--- src/hw/cw_io_pkg.sv ---
package cw_io_pkg;

   // bus and block sizes
   localparam int BYTECNT_W    = 7;
   localparam int NUM_LANES    = 4;  // target io lines
   localparam int NUM_TRIG_SRC = 6;  // aux, nrst, io1..io4

   // register map
   localparam logic [7:0] ADDR_TRIGSRC = 8'd39;
   localparam logic [7:0] ADDR_TRIGMOD = 8'd40;
   localparam logic [7:0] ADDR_IOROUTE = 8'd55;  // 8 bytes, indexed by bytecnt
   localparam logic [7:0] ADDR_IOREAD  = 8'd56;  // sampled line levels, read only

   // reset values
   localparam logic [7:0]  TRIGSRC_RST = 8'h20;  // R4 only, OR combine
   localparam logic [7:0]  TRIGMOD_RST = 8'h00;  // plain edge trigger
   localparam logic [63:0] IOROUTE_RST = 64'h0000_0000_0000_0201;  // io1 tx, io2 rx

   // extra byte of the routing register
   localparam int IOROUTE_EXTRA_BYTE = 5;
   localparam int PWROFF_BIT         = 1;  // target power disable

   // trigger combine modes
   localparam logic [1:0] COMB_OR   = 2'd0;
   localparam logic [1:0] COMB_AND  = 2'd1;
   localparam logic [1:0] COMB_NAND = 2'd2;
   localparam logic [1:0] COMB_LOW  = 2'd3;  // constant low

   // external trigger source config
   typedef struct packed {
      logic [1:0]              comb_mode;  // see COMB_*
      logic [NUM_TRIG_SRC-1:0] src_en;     // bit 0 aux, 1 nrst, 2..5 io1..io4
   } trig_src_cfg_t;

   // trigger module select
   typedef enum logic [2:0] {
      EDGE_EXT   = 3'd0,
      ADV_IO     = 3'd1,
      SAD        = 3'd2,
      DECODED_IO = 3'd3,
      TRACE      = 3'd4,
      ADC_LEVEL  = 3'd5
   } trig_mode_e;  // 6 and 7 give constant low

   typedef struct packed {
      logic [4:0] spare;
      trig_mode_e mode;
   } trig_mod_cfg_t;

   // one lane's routing byte, msb first
   typedef struct packed {
      logic gpio_en;    // drive gpio_val
      logic gpio_val;
      logic txo;        // kept for sw compatibility, no effect
      logic usoc;       // open collector tx
      logic force_low;
      logic spare;
      logic rx_sel;     // line feeds uart rx
      logic tx_sel;     // line driven by uart tx
   } io_route_t;

   // pin drive towards the pad
   typedef struct packed {
      logic oe;   // output enable
      logic val;  // output value
   } pin_drive_t;

   // internal trigger module outputs
   typedef struct packed {
      logic adv_io;
      logic sad;
      logic decoded_io;
      logic trace;
      logic adc;
   } trig_in_t;

endpackage

--- src/hw/cw_regs.sv ---
`timescale 1ns/1ps

module cw_regs (
   input  logic                                           clk_usb,
   input  logic                                           reset,
   input  logic [7:0]                                     reg_address_i,
   input  logic [cw_io_pkg::BYTECNT_W-1:0]                reg_bytecnt_i,
   input  logic [7:0]                                     reg_datai_i,
   input  logic                                           reg_read_i,
   input  logic                                           reg_write_i,
   input  logic [cw_io_pkg::NUM_LANES-1:0]                ioread_i,     // sampled levels
   output logic [7:0]                                     reg_datao_o,
   output cw_io_pkg::trig_src_cfg_t                       trig_src_o,
   output cw_io_pkg::trig_mod_cfg_t                       trig_mod_o,
   output cw_io_pkg::io_route_t [cw_io_pkg::NUM_LANES-1:0] io_route_o,
   output logic                                           power_off_o   // one flop after reg
);

   cw_io_pkg::trig_src_cfg_t trigsrc_q;
   cw_io_pkg::trig_mod_cfg_t trigmod_q;
   logic [63:0]              ioroute_q;    // 8 routing bytes
   logic                     power_off_q;

   logic       route_byte_ok;  // bytecnt inside the 8 byte register
   logic [2:0] route_byte;
   logic [5:0] route_bit;      // lsb of the selected byte

   assign route_byte_ok = (reg_bytecnt_i < 8);
   assign route_byte    = reg_bytecnt_i[2:0];
   assign route_bit     = {route_byte, 3'b000};

   // register writes, single cycle
   always_ff @(posedge clk_usb) begin
      if (reset) begin
         trigsrc_q <= cw_io_pkg::trig_src_cfg_t'(cw_io_pkg::TRIGSRC_RST);
         trigmod_q <= cw_io_pkg::trig_mod_cfg_t'(cw_io_pkg::TRIGMOD_RST);
         ioroute_q <= cw_io_pkg::IOROUTE_RST;
      end else if (reg_write_i) begin
         case (reg_address_i)
            cw_io_pkg::ADDR_TRIGSRC: begin
               trigsrc_q <= cw_io_pkg::trig_src_cfg_t'(reg_datai_i);
            end
            cw_io_pkg::ADDR_TRIGMOD: begin
               trigmod_q <= cw_io_pkg::trig_mod_cfg_t'(reg_datai_i);
            end
            cw_io_pkg::ADDR_IOROUTE: begin
               if (route_byte_ok) begin
                  ioroute_q[route_bit +: 8] <= reg_datai_i;  // byte lane by bytecnt
               end
            end
            default: ;  // unknown or read-only, dropped
         endcase
      end
   end

   // target power gets its own flop
   always_ff @(posedge clk_usb) begin
      if (reset) begin
         power_off_q <= 1'b0;
      end else begin
         power_off_q <= ioroute_q[cw_io_pkg::IOROUTE_EXTRA_BYTE*8 + cw_io_pkg::PWROFF_BIT];
      end
   end

   // read mux, zero when not reading
   always_comb begin
      reg_datao_o = 8'h00;
      if (reg_read_i) begin
         case (reg_address_i)
            cw_io_pkg::ADDR_TRIGSRC: begin
               reg_datao_o = trigsrc_q;
            end
            cw_io_pkg::ADDR_TRIGMOD: begin
               reg_datao_o = trigmod_q;
            end
            cw_io_pkg::ADDR_IOROUTE: begin
               if (route_byte_ok) begin
                  reg_datao_o = ioroute_q[route_bit +: 8];
               end
            end
            cw_io_pkg::ADDR_IOREAD: begin
               reg_datao_o[cw_io_pkg::NUM_LANES-1:0] = ioread_i;  // upper bits stay 0
            end
            default: ;
         endcase
      end
   end

   // config out to trigger and lanes
   assign trig_src_o  = trigsrc_q;
   assign trig_mod_o  = trigmod_q;
   assign io_route_o  = ioroute_q[cw_io_pkg::NUM_LANES*8-1:0];  // lane 1 in byte 0
   assign power_off_o = power_off_q;

   // bus is either read or write in a cycle
   a_no_rd_wr: assert property (
      @(posedge clk_usb) disable iff (reset)
      !(reg_read_i && reg_write_i)
   ) else $error("cw_regs: read and write in the same cycle");

   // routing register is only 8 bytes deep
   a_route_bytecnt: assert property (
      @(posedge clk_usb) disable iff (reset)
      ((reg_read_i || reg_write_i) && (reg_address_i == cw_io_pkg::ADDR_IOROUTE))
         |-> (reg_bytecnt_i <= 7)
   ) else $error("cw_regs: ioroute byte count %0d out of range", reg_bytecnt_i);

endmodule

--- src/hw/trigger_route.sv ---
`timescale 1ns/1ps

module trigger_route (
   input  cw_io_pkg::trig_src_cfg_t trig_src_i,
   input  cw_io_pkg::trig_mod_cfg_t trig_mod_i,
   input  logic                     aux_trig_i,      // source bit 0
   input  logic                     trigger_nrst_i,  // source bit 1
   input  logic [3:0]               trigger_io_i,    // sources 2..5
   input  cw_io_pkg::trig_in_t      trig_in_i,       // internal trigger modules
   output logic                     trigger_o,
   output logic                     trigger_ext_o,
   output logic                     decodeio_active_o,
   output logic                     sad_active_o
);

   logic [cw_io_pkg::NUM_TRIG_SRC-1:0] src;
   logic [cw_io_pkg::NUM_TRIG_SRC-1:0] mask;
   logic                               trig_or;
   logic                               trig_and;

   assign src  = {trigger_io_i, trigger_nrst_i, aux_trig_i};
   assign mask = trig_src_i.src_en;

   assign trig_or  = |(mask & src);   // any enabled source high
   assign trig_and = &(src | ~mask);  // disabled sources count as high

   // combine the external sources
   always_comb begin
      case (trig_src_i.comb_mode)
         cw_io_pkg::COMB_OR:   trigger_ext_o = trig_or;
         cw_io_pkg::COMB_AND:  trigger_ext_o = trig_and;
         cw_io_pkg::COMB_NAND: trigger_ext_o = ~trig_and;
         default:              trigger_ext_o = 1'b0;  // COMB_LOW
      endcase
   end

   // trigger module select
   always_comb begin
      case (trig_mod_i.mode)
         cw_io_pkg::EDGE_EXT:   trigger_o = trigger_ext_o;
         cw_io_pkg::ADV_IO:     trigger_o = trig_in_i.adv_io;
         cw_io_pkg::SAD:        trigger_o = trig_in_i.sad;
         cw_io_pkg::DECODED_IO: trigger_o = trig_in_i.decoded_io;
         cw_io_pkg::TRACE:      trigger_o = trig_in_i.trace;
         cw_io_pkg::ADC_LEVEL:  trigger_o = trig_in_i.adc;
         default:               trigger_o = 1'b0;  // 6, 7 unused
      endcase
   end

   // tell the decoder and sad blocks they own the trigger
   assign decodeio_active_o = (trig_mod_i.mode == cw_io_pkg::DECODED_IO);
   assign sad_active_o      = (trig_mod_i.mode == cw_io_pkg::SAD);

   // unmapped modes must never fire the capture
   a_mode_hi_low: assert final ((trig_mod_i.mode <= 3'd5) || !trigger_o)
      else $error("trigger_route: trigger high with mode %0d", trig_mod_i.mode);

endmodule

--- src/hw/target_io_lane.sv ---
`timescale 1ns/1ps

module target_io_lane (
   input  logic                   clk_usb,
   input  logic                   reset,
   input  cw_io_pkg::io_route_t   cfg_i,        // this lane's routing byte
   input  logic                   power_off_i,  // target unpowered, hi-z all
   input  logic                   uart_tx_i,
   input  logic                   pin_level_i,  // resolved pad level
   output cw_io_pkg::pin_drive_t  pin_o,
   output logic                   rx_req_o,
   output logic                   level_q_o
);

   // drive priority: power, tx, force low, open collector, gpio
   always_comb begin
      pin_o.oe  = 1'b0;  // released by default
      pin_o.val = 1'b0;
      if (power_off_i) begin
         pin_o.oe = 1'b0;
      end else if (cfg_i.tx_sel) begin
         pin_o.oe  = 1'b1;
         pin_o.val = uart_tx_i;
      end else if (cfg_i.force_low) begin
         pin_o.oe  = 1'b1;
         pin_o.val = 1'b0;
      end else if (cfg_i.usoc) begin
         pin_o.oe  = ~uart_tx_i;  // pull low on 0, let go on 1
         pin_o.val = 1'b0;
      end else if (cfg_i.gpio_en) begin
         pin_o.oe  = 1'b1;
         pin_o.val = cfg_i.gpio_val;
      end
   end

   // rx candidate, arbitration done in gather
   assign rx_req_o = cfg_i.rx_sel;

   // level sample for register read-back
   always_ff @(posedge clk_usb) begin
      if (reset) begin
         level_q_o <= 1'b0;
      end else begin
         level_q_o <= pin_level_i;
      end
   end

   // power off must hold off drive the whole time the flop says so
   a_off_no_drive: assert property (
      @(posedge clk_usb) disable iff (reset)
      power_off_i |-> !pin_o.oe
   ) else $error("target_io_lane: output enabled while target power off");

endmodule

--- src/hw/io_gather.sv ---
`timescale 1ns/1ps

module io_gather (
   input  logic [cw_io_pkg::NUM_LANES-1:0] rx_req_i,   // rx_sel per lane
   input  logic [cw_io_pkg::NUM_LANES-1:0] level_i,    // live pad levels
   input  logic [cw_io_pkg::NUM_LANES-1:0] level_q_i,  // sampled levels
   output logic                            uart_rx_o,
   output logic [cw_io_pkg::NUM_LANES-1:0] ioread_o
);

   // lowest numbered lane wins, idle high when none selected
   always_comb begin
      uart_rx_o = 1'b1;
      for (int i = cw_io_pkg::NUM_LANES - 1; i >= 0; i--) begin
         if (rx_req_i[i]) begin
            uart_rx_o = level_i[i];  // later hit is a lower lane
         end
      end
   end

   // lane 1 in bit 0 for read-back
   always_comb begin
      ioread_o = '0;
      for (int i = 0; i < cw_io_pkg::NUM_LANES; i++) begin
         ioread_o[i] = level_q_i[i];
      end
   end

endmodule

--- src/hw/cw_io_top.sv ---
`timescale 1ns/1ps

module cw_io_top (
   input  logic                                            clk_usb,
   input  logic                                            reset,
   // register bus
   input  logic [7:0]                                      reg_address_i,
   input  logic [cw_io_pkg::BYTECNT_W-1:0]                 reg_bytecnt_i,
   input  logic [7:0]                                      reg_datai_i,
   input  logic                                            reg_read_i,
   input  logic                                            reg_write_i,
   output logic [7:0]                                      reg_datao_o,
   // trigger
   input  logic                                            aux_trig_i,
   input  logic                                            trigger_nrst_i,
   input  logic [3:0]                                      trigger_io_i,
   input  cw_io_pkg::trig_in_t                             trig_in_i,
   output logic                                            trigger_o,
   output logic                                            trigger_ext_o,
   output logic                                            decodeio_active_o,
   output logic                                            sad_active_o,
   // uart
   input  logic                                            uart_tx_i,
   output logic                                            uart_rx_o,
   // target io pins
   output cw_io_pkg::pin_drive_t [cw_io_pkg::NUM_LANES-1:0] pin_o,
   input  logic [cw_io_pkg::NUM_LANES-1:0]                 pin_level_i,
   output logic                                            targetpower_off_o
);

   cw_io_pkg::trig_src_cfg_t                        trig_src;
   cw_io_pkg::trig_mod_cfg_t                        trig_mod;
   cw_io_pkg::io_route_t [cw_io_pkg::NUM_LANES-1:0] io_route;
   logic                                            power_off;
   logic [cw_io_pkg::NUM_LANES-1:0]                 rx_req;
   logic [cw_io_pkg::NUM_LANES-1:0]                 level_q;
   logic [cw_io_pkg::NUM_LANES-1:0]                 ioread;

   cw_regs i_cw_regs (
      .clk_usb       (clk_usb),
      .reset         (reset),
      .reg_address_i (reg_address_i),
      .reg_bytecnt_i (reg_bytecnt_i),
      .reg_datai_i   (reg_datai_i),
      .reg_read_i    (reg_read_i),
      .reg_write_i   (reg_write_i),
      .ioread_i      (ioread),
      .reg_datao_o   (reg_datao_o),
      .trig_src_o    (trig_src),
      .trig_mod_o    (trig_mod),
      .io_route_o    (io_route),
      .power_off_o   (power_off)
   );

   trigger_route i_trigger_route (
      .trig_src_i        (trig_src),
      .trig_mod_i        (trig_mod),
      .aux_trig_i        (aux_trig_i),
      .trigger_nrst_i    (trigger_nrst_i),
      .trigger_io_i      (trigger_io_i),
      .trig_in_i         (trig_in_i),
      .trigger_o         (trigger_o),
      .trigger_ext_o     (trigger_ext_o),
      .decodeio_active_o (decodeio_active_o),
      .sad_active_o      (sad_active_o)
   );

   // one lane per target io line
   for (genvar g = 0; g < cw_io_pkg::NUM_LANES; g++) begin : g_lane
      target_io_lane i_lane (
         .clk_usb     (clk_usb),
         .reset       (reset),
         .cfg_i       (io_route[g]),
         .power_off_i (power_off),
         .uart_tx_i   (uart_tx_i),
         .pin_level_i (pin_level_i[g]),
         .pin_o       (pin_o[g]),
         .rx_req_o    (rx_req[g]),
         .level_q_o   (level_q[g])
      );
   end

   io_gather i_io_gather (
      .rx_req_i  (rx_req),
      .level_i   (pin_level_i),  // rx sees the live pad
      .level_q_i (level_q),
      .uart_rx_o (uart_rx_o),
      .ioread_o  (ioread)
   );

   assign targetpower_off_o = power_off;

endmodule

--- config.mk ---
export PLATFORM = sky130hd
export DESIGN_NAME = cw_io_top
export DESIGN_NICKNAME = d
export VERILOG_FILES = /design/src/hw/cw_io_pkg.sv /design/src/hw/cw_regs.sv /design/src/hw/trigger_route.sv /design/src/hw/target_io_lane.sv /design/src/hw/io_gather.sv /design/src/hw/cw_io_top.sv
export SDC_FILE = /design/constraint.sdc
export NUM_CORES = 1
export LEC_CHECK = 0
export BUFFER_PORTS_ARGS = -buffer_cell sky130_fd_sc_hd__buf_2
export CAP_MARGIN = 25
export CORE_MARGIN = 3
export CORE_UTILIZATION = 50
export DETAILED_ROUTE_END_ITERATION = 10
export PLACE_DENSITY_LB_ADDON = 0.05
export RECOVER_POWER = 25
export SETUP_SLACK_MARGIN = 0.1
export SYNTH_ARGS = -nofsm -noshare
export SYNTH_HDL_FRONTEND = slang
export SYNTH_SLANG_ARGS = --single-unit
--- constraint.sdc ---
create_clock -name clk_usb -period 3.79 [get_ports clk_usb]
set_input_delay 0.758 -clock clk_usb [delete_from_list [all_inputs] [get_ports clk_usb]]
set_output_delay 0.758 -clock clk_usb [all_outputs]
set_load 0.005 [all_outputs]
Word-level counts from Yosys, hierarchy flattened

Index checks and enable logic that the tools add are counted.

Bits in registers: 85
Input port bits: 43
Output and inout bits: 22

Add/sub/neg operators: 1
$lt $le $gt $ge: 1
Equal/unequal tests: 11
Shift-type cells: 3
Muxes and demuxes: 35
Bitwise gates (word level): 5
Reductions and logical operators: 7

Operators by type and width:

| kind                                                       | number |
|---|---|
| bitwise mux 64 bit                                         | 1 |
| variable shift 8 x 8 -> 64 bit, first input constant       | 1 |
| indexed part select 64 x 7 -> 8 bit                        | 1 |
| indexed part select 8 x 8 -> 64 bit                        | 1 |
| == test 8 x 6 -> 1 bit, second input constant              | 4 |
| 2-to-1 mux 2 bit                                           | 16 |
| 2-to-1 mux 8 bit                                           | 2 |
| one-hot mux 4 bit (4 select lines)                         | 1 |
| 2-to-1 mux 1 bit                                           | 12 |
| one-hot mux 4 bit (3 select lines)                         | 1 |
| negation 6 -> 8 bit                                        | 1 |
| less-than comparator 7 x 4 -> 1 bit, second input constant | 1 |
| AND 6 bit                                                  | 1 |
| == test 3 x 2 -> 1 bit, second input constant              | 2 |
| == test 3 bit, second input constant                       | 2 |
| inverter 6 bit                                             | 1 |
| OR 6 bit                                                   | 1 |
| one-hot mux 1 bit (6 select lines)                         | 1 |
| AND reduction 6 bit                                        | 1 |
| OR reduction 6 bit                                         | 1 |
| AND reduction 2 bit                                        | 2 |
| == test 3 x 1 -> 1 bit, second input constant              | 1 |
| logical NOT 3 bit                                          | 1 |
| one-hot mux 1 bit (3 select lines)                         | 1 |
| other kinds (5)                                            | 6 |

Logic depth before layout (Yosys ltp)

Gate-level depths: netlist (run 1).

Word-level depth: 6
Depth in mapped cells: 11

Modules after synthesis

Synthesis (run 1) repeated with hierarchy kept, for this count alone.

Cells, all modules: 535
Area total of the unflattened synthesis: 5036.1 sq um

By module, submodules not included:

| module         | instances | cells each | area an instance (sq um) | sequential area each (sq um) |
|---|---|---|---|---|
| cw_regs        | 1         | 458        | 4418.0                   | 1621.6 |
| target_io_lane | 4         | 10         | 93.8                     | 20.0 |
| trigger_route  | 1         | 27         | 175.2                    | 0.0 |
| io_gather      | 1         | 10         | 67.6                     | 0.0 |

Worst setup path before layout (run 1)

Ideal clock, no wire load.

Path kind: input to register
Start point: input port reg_bytecnt_i[0] (netlist name)
End point: register i_cw_regs.ioroute_q[53]
Setup time: 128 ps
Arrival: 3409 ps
Data required time: 3662 ps
Path slack: 253 ps
Stages: 10
Buffers on the path: 3
Path through: buf_2 buf_1 clkbuf_1 inv_1 ha_1 ha_1 nand4b_1 nor4_4 mux2i_1 nor2_1

Longest elaborated chain between the ends: 3
Elaborated cells on any way between the ends: 6
Classes of those cells: add/sub: 1; order compare: 1; shift: 2; mux: 1; reduce/logical: 1

RTL lines:

| what                                                                                  | RTL line       | source |
|---|---|---|
| start: declaration                                                                    | cw_io_top.sv:8 | `input logic [cw_io_pkg::BYTECNT_W-1:0] reg_bytecnt_i,` |
| negation 6 -> 8 bit                                                                   | cw_regs.sv:48  | `ioroute_q[route_bit +: 8] <= reg_datai_i;` |
| indexed part select 8 x 8 -> 64 bit or variable shift 8 x 8 -> 64 bit (tied branches) | cw_regs.sv:48  |  |
| bitwise mux 64 bit                                                                    | cw_regs.sv:48  |  |
| end signal: assignment                                                                | cw_regs.sv:37  | `ioroute_q <= cw_io_pkg::IOROUTE_RST;` |
| end signal: indexed assignment                                                        | cw_regs.sv:48  |  |
| end: declaration                                                                      | cw_regs.sv:21  | `logic [63:0] ioroute_q;` |

Several ways; a longest one is shown, not always the timed one.
A chain may end at the register's enable or synchronous reset.

Worst setup path in the final report (run 1)

Start point: input port reg_bytecnt_i[6] (netlist name)
End point: output port reg_datao_o[4]

Longest elaborated chain between the ends: 4

RTL lines:

| what                                | RTL line        | source |
|---|---|---|
| less-than comparator 7 x 4 -> 1 bit | cw_regs.sv:28   | `assign route_byte_ok = (reg_bytecnt_i < 8);` |
| 2-to-1 mux 8 bit                    | cw_regs.sv:77   | `if (route_byte_ok) begin` |
| one-hot mux 4 bit (3 select lines)  | cw_regs.sv:69   | `case (reg_address_i)` |
| 2-to-1 mux 8 bit                    | cw_regs.sv:68   | `if (reg_read_i) begin` |
| end: declaration                    | cw_io_top.sv:12 | `output logic [7:0] reg_datao_o,` |

No other way between the ends.

==> results_dict.tcl, run 1 <==
set metrics [dict create \
    antenna_found_initial 0 \
    tns_ps 0 \
    violations "max-capacitance violations, max-slew violations" \
    synth.distinct_cells 39 \
    slew_headroom -0.1594 \
    stdcell_area_mm2 0.004866 \
    io_pins 65 \
    hold_violations 0 \
    ys.flop_type "dfxtp_1" \
    hpwl_um 8066 \
    io_buffers 64 \
    seq_area_mm2 0.001702 \
    drive_gt1_frac 0.2099 \
    cts_tree "yes" \
    tightest_slew_ps 1739 \
    synth_area_leader_cell "dfxtp_1" \
    worst_setup_path_end_kind "output pin" \
    p_sw_frac 0.2543 \
    status "complete, but fails checks" \
    leakage_nw 1.873 \
    rows 33 \
    yosys_register_bits 85 \
    finClkSkew_ps 0.2000 \
    peakVddDrop_mv 0.2349 \
    drc 0 \
    firstDrtPassIters 4 \
    hold_class "reg2reg" \
    ant_nets 0 \
    synth_edf_count 0 \
    grt_pass1_wl_um 18090 \
    cp.arrival_ps 2280 \
    synth_fa_ha_area_frac 0.005869 \
    start_kind "input port" \
    synthArstFlopShare 0 \
    clock.fmax_ghz 0.3296 \
    clkTransAtPathRegs_ps 90 \
    vias 3676 \
    synth_simple_gate_area_share 0.2136 \
    die_w_um 98.35 \
    setup_viol 0 \
    period_minus_slack_ps 3034 \
    final_max_slew_viol_count 87 \
    synth_top_family_by_area "multiplexers" \
    yosys_warnings 0 \
    cts_resized 0 \
    clkPwrFrac 0.399 \
    cts_root_buf "clkbuf_8" \
    routedWlPerCell_um 18.00 \
    yosysSeqAreaShare 0.3991 \
    synthCells 468 \
    area_growth_pct 14.11 \
    synthMuxAreaShare 0.2303 \
    syn_avg_cell_area_um2 9.111 \
    grt_max_degree 87 \
    gp_congestion 0.8326 \
    fp.dieArea_mm2 0.009673 \
    synth_area_leaders "dfxtp_1, mux2i_1, mux4_2" \
    nFillCells 761 \
    rr_worst_depth 2 \
    cts_buffers 9 \
    synth_top_area_frac 0.3991 \
    synthXorXnorAreaFrac 0 \
    grt_pass1_vias 3502 \
    overflow 0 \
    finalHoldWorstSlack_ps 451.9 \
    final_cell_mix "dfxtp_1, nor2_1, mux2i_1" \
    drt-total-wl_um 11320 \
    post_cts_buffers 0 \
    synth-compound-area-share 0.1024 \
    critPathMaxFanout 12 \
    syn-num-nets 513 \
    utilization 0.5892 \
    start_util 0.5164 \
    fin_nets 564 \
    drtIter0Drc 197 \
    clock_path_buffers 2 \
    fin_crit_sh 0.8004 \
    powerDensity_mw_per_mm2 348.8 \
    cp.required_ps 3030 \
    syn_area_mm2 0.004264 \
    combPwrFrac 0.074 \
    core_area_mm2 0.008258 \
    grt_setup_unrepaired "false" \
    antenna_cells 0 \
    path_class "in2out" \
    multiInputGateArea_mm2 0.002367 \
    htreeDepth 3 \
    p_seq_frac 0.528 \
    p_total_mw 1.697 \
    drv_cap 1 \
    hold_depth 2 \
    track_usage 0.2354 \
    switching_power_mw 0.4316 \
    via_per_inst 5.844 \
    cts_sinks 85 \
    die_h_um 98.35 \
    placed_cell_area_mm2 0.004674 \
    final_common_cell "dfxtp_1" \
    cts_hold_buffers 0 \
    p_int_mw 1.266 \
    clock_latency_ps 350 \
]
==> layout make-up <==
| cell class | instances | area share |
|---|---|---|
| Sequential cell | 85 | 0.3497 |
| Timing Repair Buffer | 78 | 0.08434 |
| Tap cell | 105 | 0.02700 |
| Inverter | 13 | 0.01003 |
| Clock inverter | 6 | 0.01414 |
| Clock buffer | 10 | 0.02828 |
| Multi-Input combinational cell | 332 | 0.4865 |
==> flip-flops by register name, indices dropped and copies added (netlist names) <==
register / flops
i_cw_regs.ioroute_q: 64
i_cw_regs.trig_mod_o: 8
i_cw_regs.trig_src_o: 8
g_lane.i_lane.level_q_o: 4
i_cw_regs.power_off_o: 1
==> worst max-delay path, stage by stage <==
cell and delay [ps]:
buf_2 90, nor4_1 300, nand4_1 140, buf_4 230, inv_1 70, nand3_1 240
o22ai_1 280, buf_2 160
==> metrics by stage <==
step,std cells,setup slack [ps]
6_report,629,756.4
3_3_place_gp,613,784.8
5_1_grt,629,619.5
4_1_cts,629,760.7
3_5_place_dp,613,710.7
2_1_floorplan,468,253.3
==> power by group through the flow <==
stage	registers (mW)	logic [mW]	clock network, mW
2_1_floorplan	0.916	0.0759	0
3_3_place_gp	0.917	0.123	0
3_5_place_dp	0.917	0.125	0
4_1_cts	0.896	0.125	0.690
5_1_grt	0.896	0.135	0.722
6_report	0.896	0.125	0.676
==> layer usage <==
metal | global-route usage | part of all wire | routed length (um) | vias to the layer above
met4 | 0.08929 | 0.023 | 255 | 0
met3 | 0.04214 | 0.059 | 669 | 18
met5 | 0 | 0 | 0 | -
li1 | - | - | - | 1788
met1 | 0.3311 | 0.47 | 5340 | 1752
met2 | 0.3625 | 0.45 | 5055 | 118
==> Yosys cell counts (5+ instances only) <==
master,n
o21ai_0,14
dfxtp_1,85
mux4_2,16
inv_1,12
a21oi_1,37
nor2b_1,5
buf_1,9
and4b_1,5
mux2i_1,61
nand2_1,39
nand4_1,8
nor2_1,66
clkbuf_1,21
a22oi_1,9
o22ai_1,7
nand2b_1,7
nand3_1,21
buf_2,7
==> worst paths after layout <==
check | startpoint | end | slack (ps)
worst max register to register | i_cw_regs.ioroute_q[0] | i_cw_regs.ioroute_q[0] | 2920
worst max-delay path | reg_bytecnt_i[6] | reg_datao_o[4] | 760
worst min register to register | i_cw_regs.ioroute_q[63] | i_cw_regs.ioroute_q[63] | 450
worst min-delay path | i_cw_regs.ioroute_q[63] | i_cw_regs.ioroute_q[63] | 450
==> cell families (layout without fill, tap and decap cells) <==
family | count (synthesis) | after routing
and+or+nand+nor | 177 | 177
muxes | 78 | 78
AOI/OAI and AO/OA | 75 | 75
adders and majority gates | 2 | 2
buffers and inverters | 51 | 107
DFF | 85 | 85
Note: power is estimated with default switching activity, not from simulation.
==> run 2, diff against run 1 <==
--- a/config.mk
+++ b/config.mk
@@ -5,6 +5,7 @@
 export SDC_FILE = /design/constraint.sdc
 export NUM_CORES = 1
 export LEC_CHECK = 0
+export ABC_AREA = 1
 export BUFFER_PORTS_ARGS = -buffer_cell sky130_fd_sc_hd__buf_2
 export CAP_MARGIN = 25
 export CORE_MARGIN = 3
==> constraint.sdc (replaced) <==
create_clock -name clk_usb -period 2.77 [get_ports clk_usb]
set_input_delay 0.554 -clock clk_usb [delete_from_list [all_inputs] [get_ports clk_usb]]
set_output_delay 0.554 -clock clk_usb [all_outputs]
set_load 0.005 [all_outputs]
==> run 2 against run 1 <==
Effect of this change: the run now ends clean; power increased by 50%; register-to-register slack worse by 910 ps; critical path depth increased by 3; hold slack got worse by 50 ps; wire length rose by 45%; count of clock-buffer cells in the layout rose by 1; synthesized area increased by 20%; core utilization is 0.93 points lower; critical path type unchanged; largest power group unchanged; highest routed layer unchanged.
==> results_dict.tcl, run 2 <==
set metrics [dict create \
    synth_area_leader_cell "dfxtp_1" \
    cts_tree "yes" \
    core_area_mm2 0.009864 \
    routedWlPerCell_um 16.21 \
    start_util 0.5192 \
    yosysMostFrequentCell "nand2_1" \
    placed_cell_area_mm2 0.005525 \
    grt_setup_unrepaired "false" \
    synth_area_leaders "dfxtp_1, nand2_1, nand3_1" \
    clock_latency_ps 370 \
    area_growth_pct 11.70 \
    grt_max_degree 63 \
    cts_root_buf "clkbuf_8" \
    synth.distinct_cells 32 \
    post_cts_buffers 0 \
    rows 36 \
    powerDensity_mw_per_mm2 445.1 \
    io_buffers 64 \
    critPathMaxFanout 10 \
    cp.required_ps 2220 \
    synthArstFlopShare 0 \
    top_usage_layer "met2" \
    cts_sinks 85 \
    synthCells 825 \
    drtIter0Drc 527 \
    fin_crit_sh 0.8701 \
    fin_nets 921 \
    regMostFlops "i_cw_regs.ioroute_q" \
    synth_top_area_frac 0.3323 \
    final_cell_mix "nand2_1, nand3_1, nor2_1" \
    setup_slack_ps 359.9 \
    hold_class "in2reg" \
    worst_setup_path_end_kind "output pin" \
    finClkSkew_ps 2.223 \
    start_kind "input port" \
    utilization 0.5799 \
    overflow 0 \
    syn_area_mm2 0.005121 \
    slew_headroom 0.1125 \
    use_met1 0.3945 \
    gp_congestion 0.9626 \
    antenna_found_initial 0 \
    drive_gt1_frac 0.1250 \
    htreeDepth 3 \
    hold_depth 3 \
    cp.arrival_ps 1860 \
    synth_edf_count 0 \
    drv_cap 0 \
    grt_pass1_vias 5298 \
    die_h_um 107.2 \
    largest_reg_flops 64 \
    track_usage 0.2932 \
    p_total_mw 2.546 \
    clock.fmax_ghz 0.4149 \
    period_minus_slack_ps 2410 \
    rr_worst_depth 2 \
    io_pins 65 \
    synth_common_cells "nand2_1, nand3_1, nor2_1" \
    die_w_um 107.2 \
    cts_resized 0 \
    tns_ps 0 \
    final_max_slew_viol_count 0 \
    hp-start "pin_level_i[2]" \
    drc 0 \
    regToRegStartpoint "i_cw_regs.ioroute_q[17]" \
    yosysSeqAreaShare 0.3323 \
    final_common_cell "nand2_1" \
    fp.dieArea_mm2 0.01149 \
    status "completed" \
    clock_path_buffers 2 \
    antenna_cells 0 \
    yosys_warnings 0 \
    pre_cts_ws_ps 323.6 \
    firstDrtPassIters 6 \
    grt_pass1_wl_um 26480 \
    hpwl_um 11990 \
    leakage_nw 2.426 \
    clkTransAtPathRegs_ps 80 \
    syn-num-nets 870 \
    gr-usage-met2 0.4705 \
    drt-total-wl_um 16430 \
    setup_viol 0 \
    ant_nets 0 \
    yosys_register_bits 85 \
    path_class "in2out" \
    peakVddDrop_mv 0.1919 \
    stdcell_area_mm2 0.005720 \
    cts_hold_buffers 0 \
    tightest_slew_ps 1331 \
    vias 5682 \
    grtUsageMet3 0.04094 \
    hold_violations 0 \
    ys.flop_type "dfxtp_1" \
    syn_avg_cell_area_um2 6.207 \
    critPathLaunch "reg_address_i[6]" \
    via_per_inst 5.609 \
    cts_buffers 9 \
]
-- run 2: cell types whose count changed in the layout (fill, tap and decap cells not counted), sizes merged, moves of 7 or more --
cell / previous run / this run
nor2: 66 / 138
nand2: 39 / 192
inv: 15 / 82
nand4: 8 / 21
o22ai: 7 / 0
mux4: 16 / 0
mux2i: 61 / 0
nor4: 7 / 0
nand2b: 7 / 0
a21oi: 37 / 89
o21ai: 14 / 23
a22oi: 9 / 1
nand3: 21 / 132
-- run 2: kinds of logic after synthesis --
kind of cell               synth area share
adders and majority gates          0.004886
AOI/OAI and AO/OA                    0.1200
and+or+nand+nor                      0.4368
DFF                                  0.3323
buffers and inverters                0.1060
-- run 2: path summary, 6_finish.rpt --
path,to,slack (ps)
worst max-delay path,reg_datao_o[6],360
worst min-delay path,g_lane[2].i_lane.level_q_o,400
worst max register to register,i_cw_regs.ioroute_q[17],2010
worst min register to register,i_cw_regs.trig_mod_o[3],470
-- run 2: area by class of cell --
| cell class | count | area (um^2) |
|---|---|---|
| Clock buffer | 11 | 141.4 |
| Clock inverter | 4 | 72.57 |
| Fill cell | 1046 | 4144 |
| Inverter | 82 | 312.8 |
| Multi-Input combinational cell | 616 | 2874 |
| Sequential cell | 85 | 1702 |
| Tap cell | 133 | 166.4 |
| Timing Repair Buffer | 82 | 451.7 |
-- run 2: where the power goes --
| group | internal [mW] | total, mW | switching (mW) |
|---|---|---|---|
| Clock | 0.527 | 0.985 | 0.459 |
| Combinational | 0.0941 | 0.336 | 0.241 |
| Sequential | 1.22 | 1.23 | 0.00138 |
| Total | 1.84 | 2.55 | 0.701 |
-- run 2: critical path, stage by stage --
cell and delay (ps):
buf_2 100, inv_1 50, nand2_1 100, nor2_2 250
nand2_1 160, inv_2 180, nand2_1 70, nand2_1 60
inv_1 40, a21oi_1 140, buf_2 140
-- run 2: per-stage QoR --
step	cells	hold slack (ps)
after floorplan	825	421.9
after global placement	998	449.8
after detailed placement	998	453.7
after CTS	1013	398.0
after global routing	1013	417.7
final	1013	401.7
-- run 2: metal layers --
metal	part of all wire	wire [um]
met4	0.030	486
met3	0.078	1287
met2	0.46	7566
met1	0.43	7084
met5	0	0
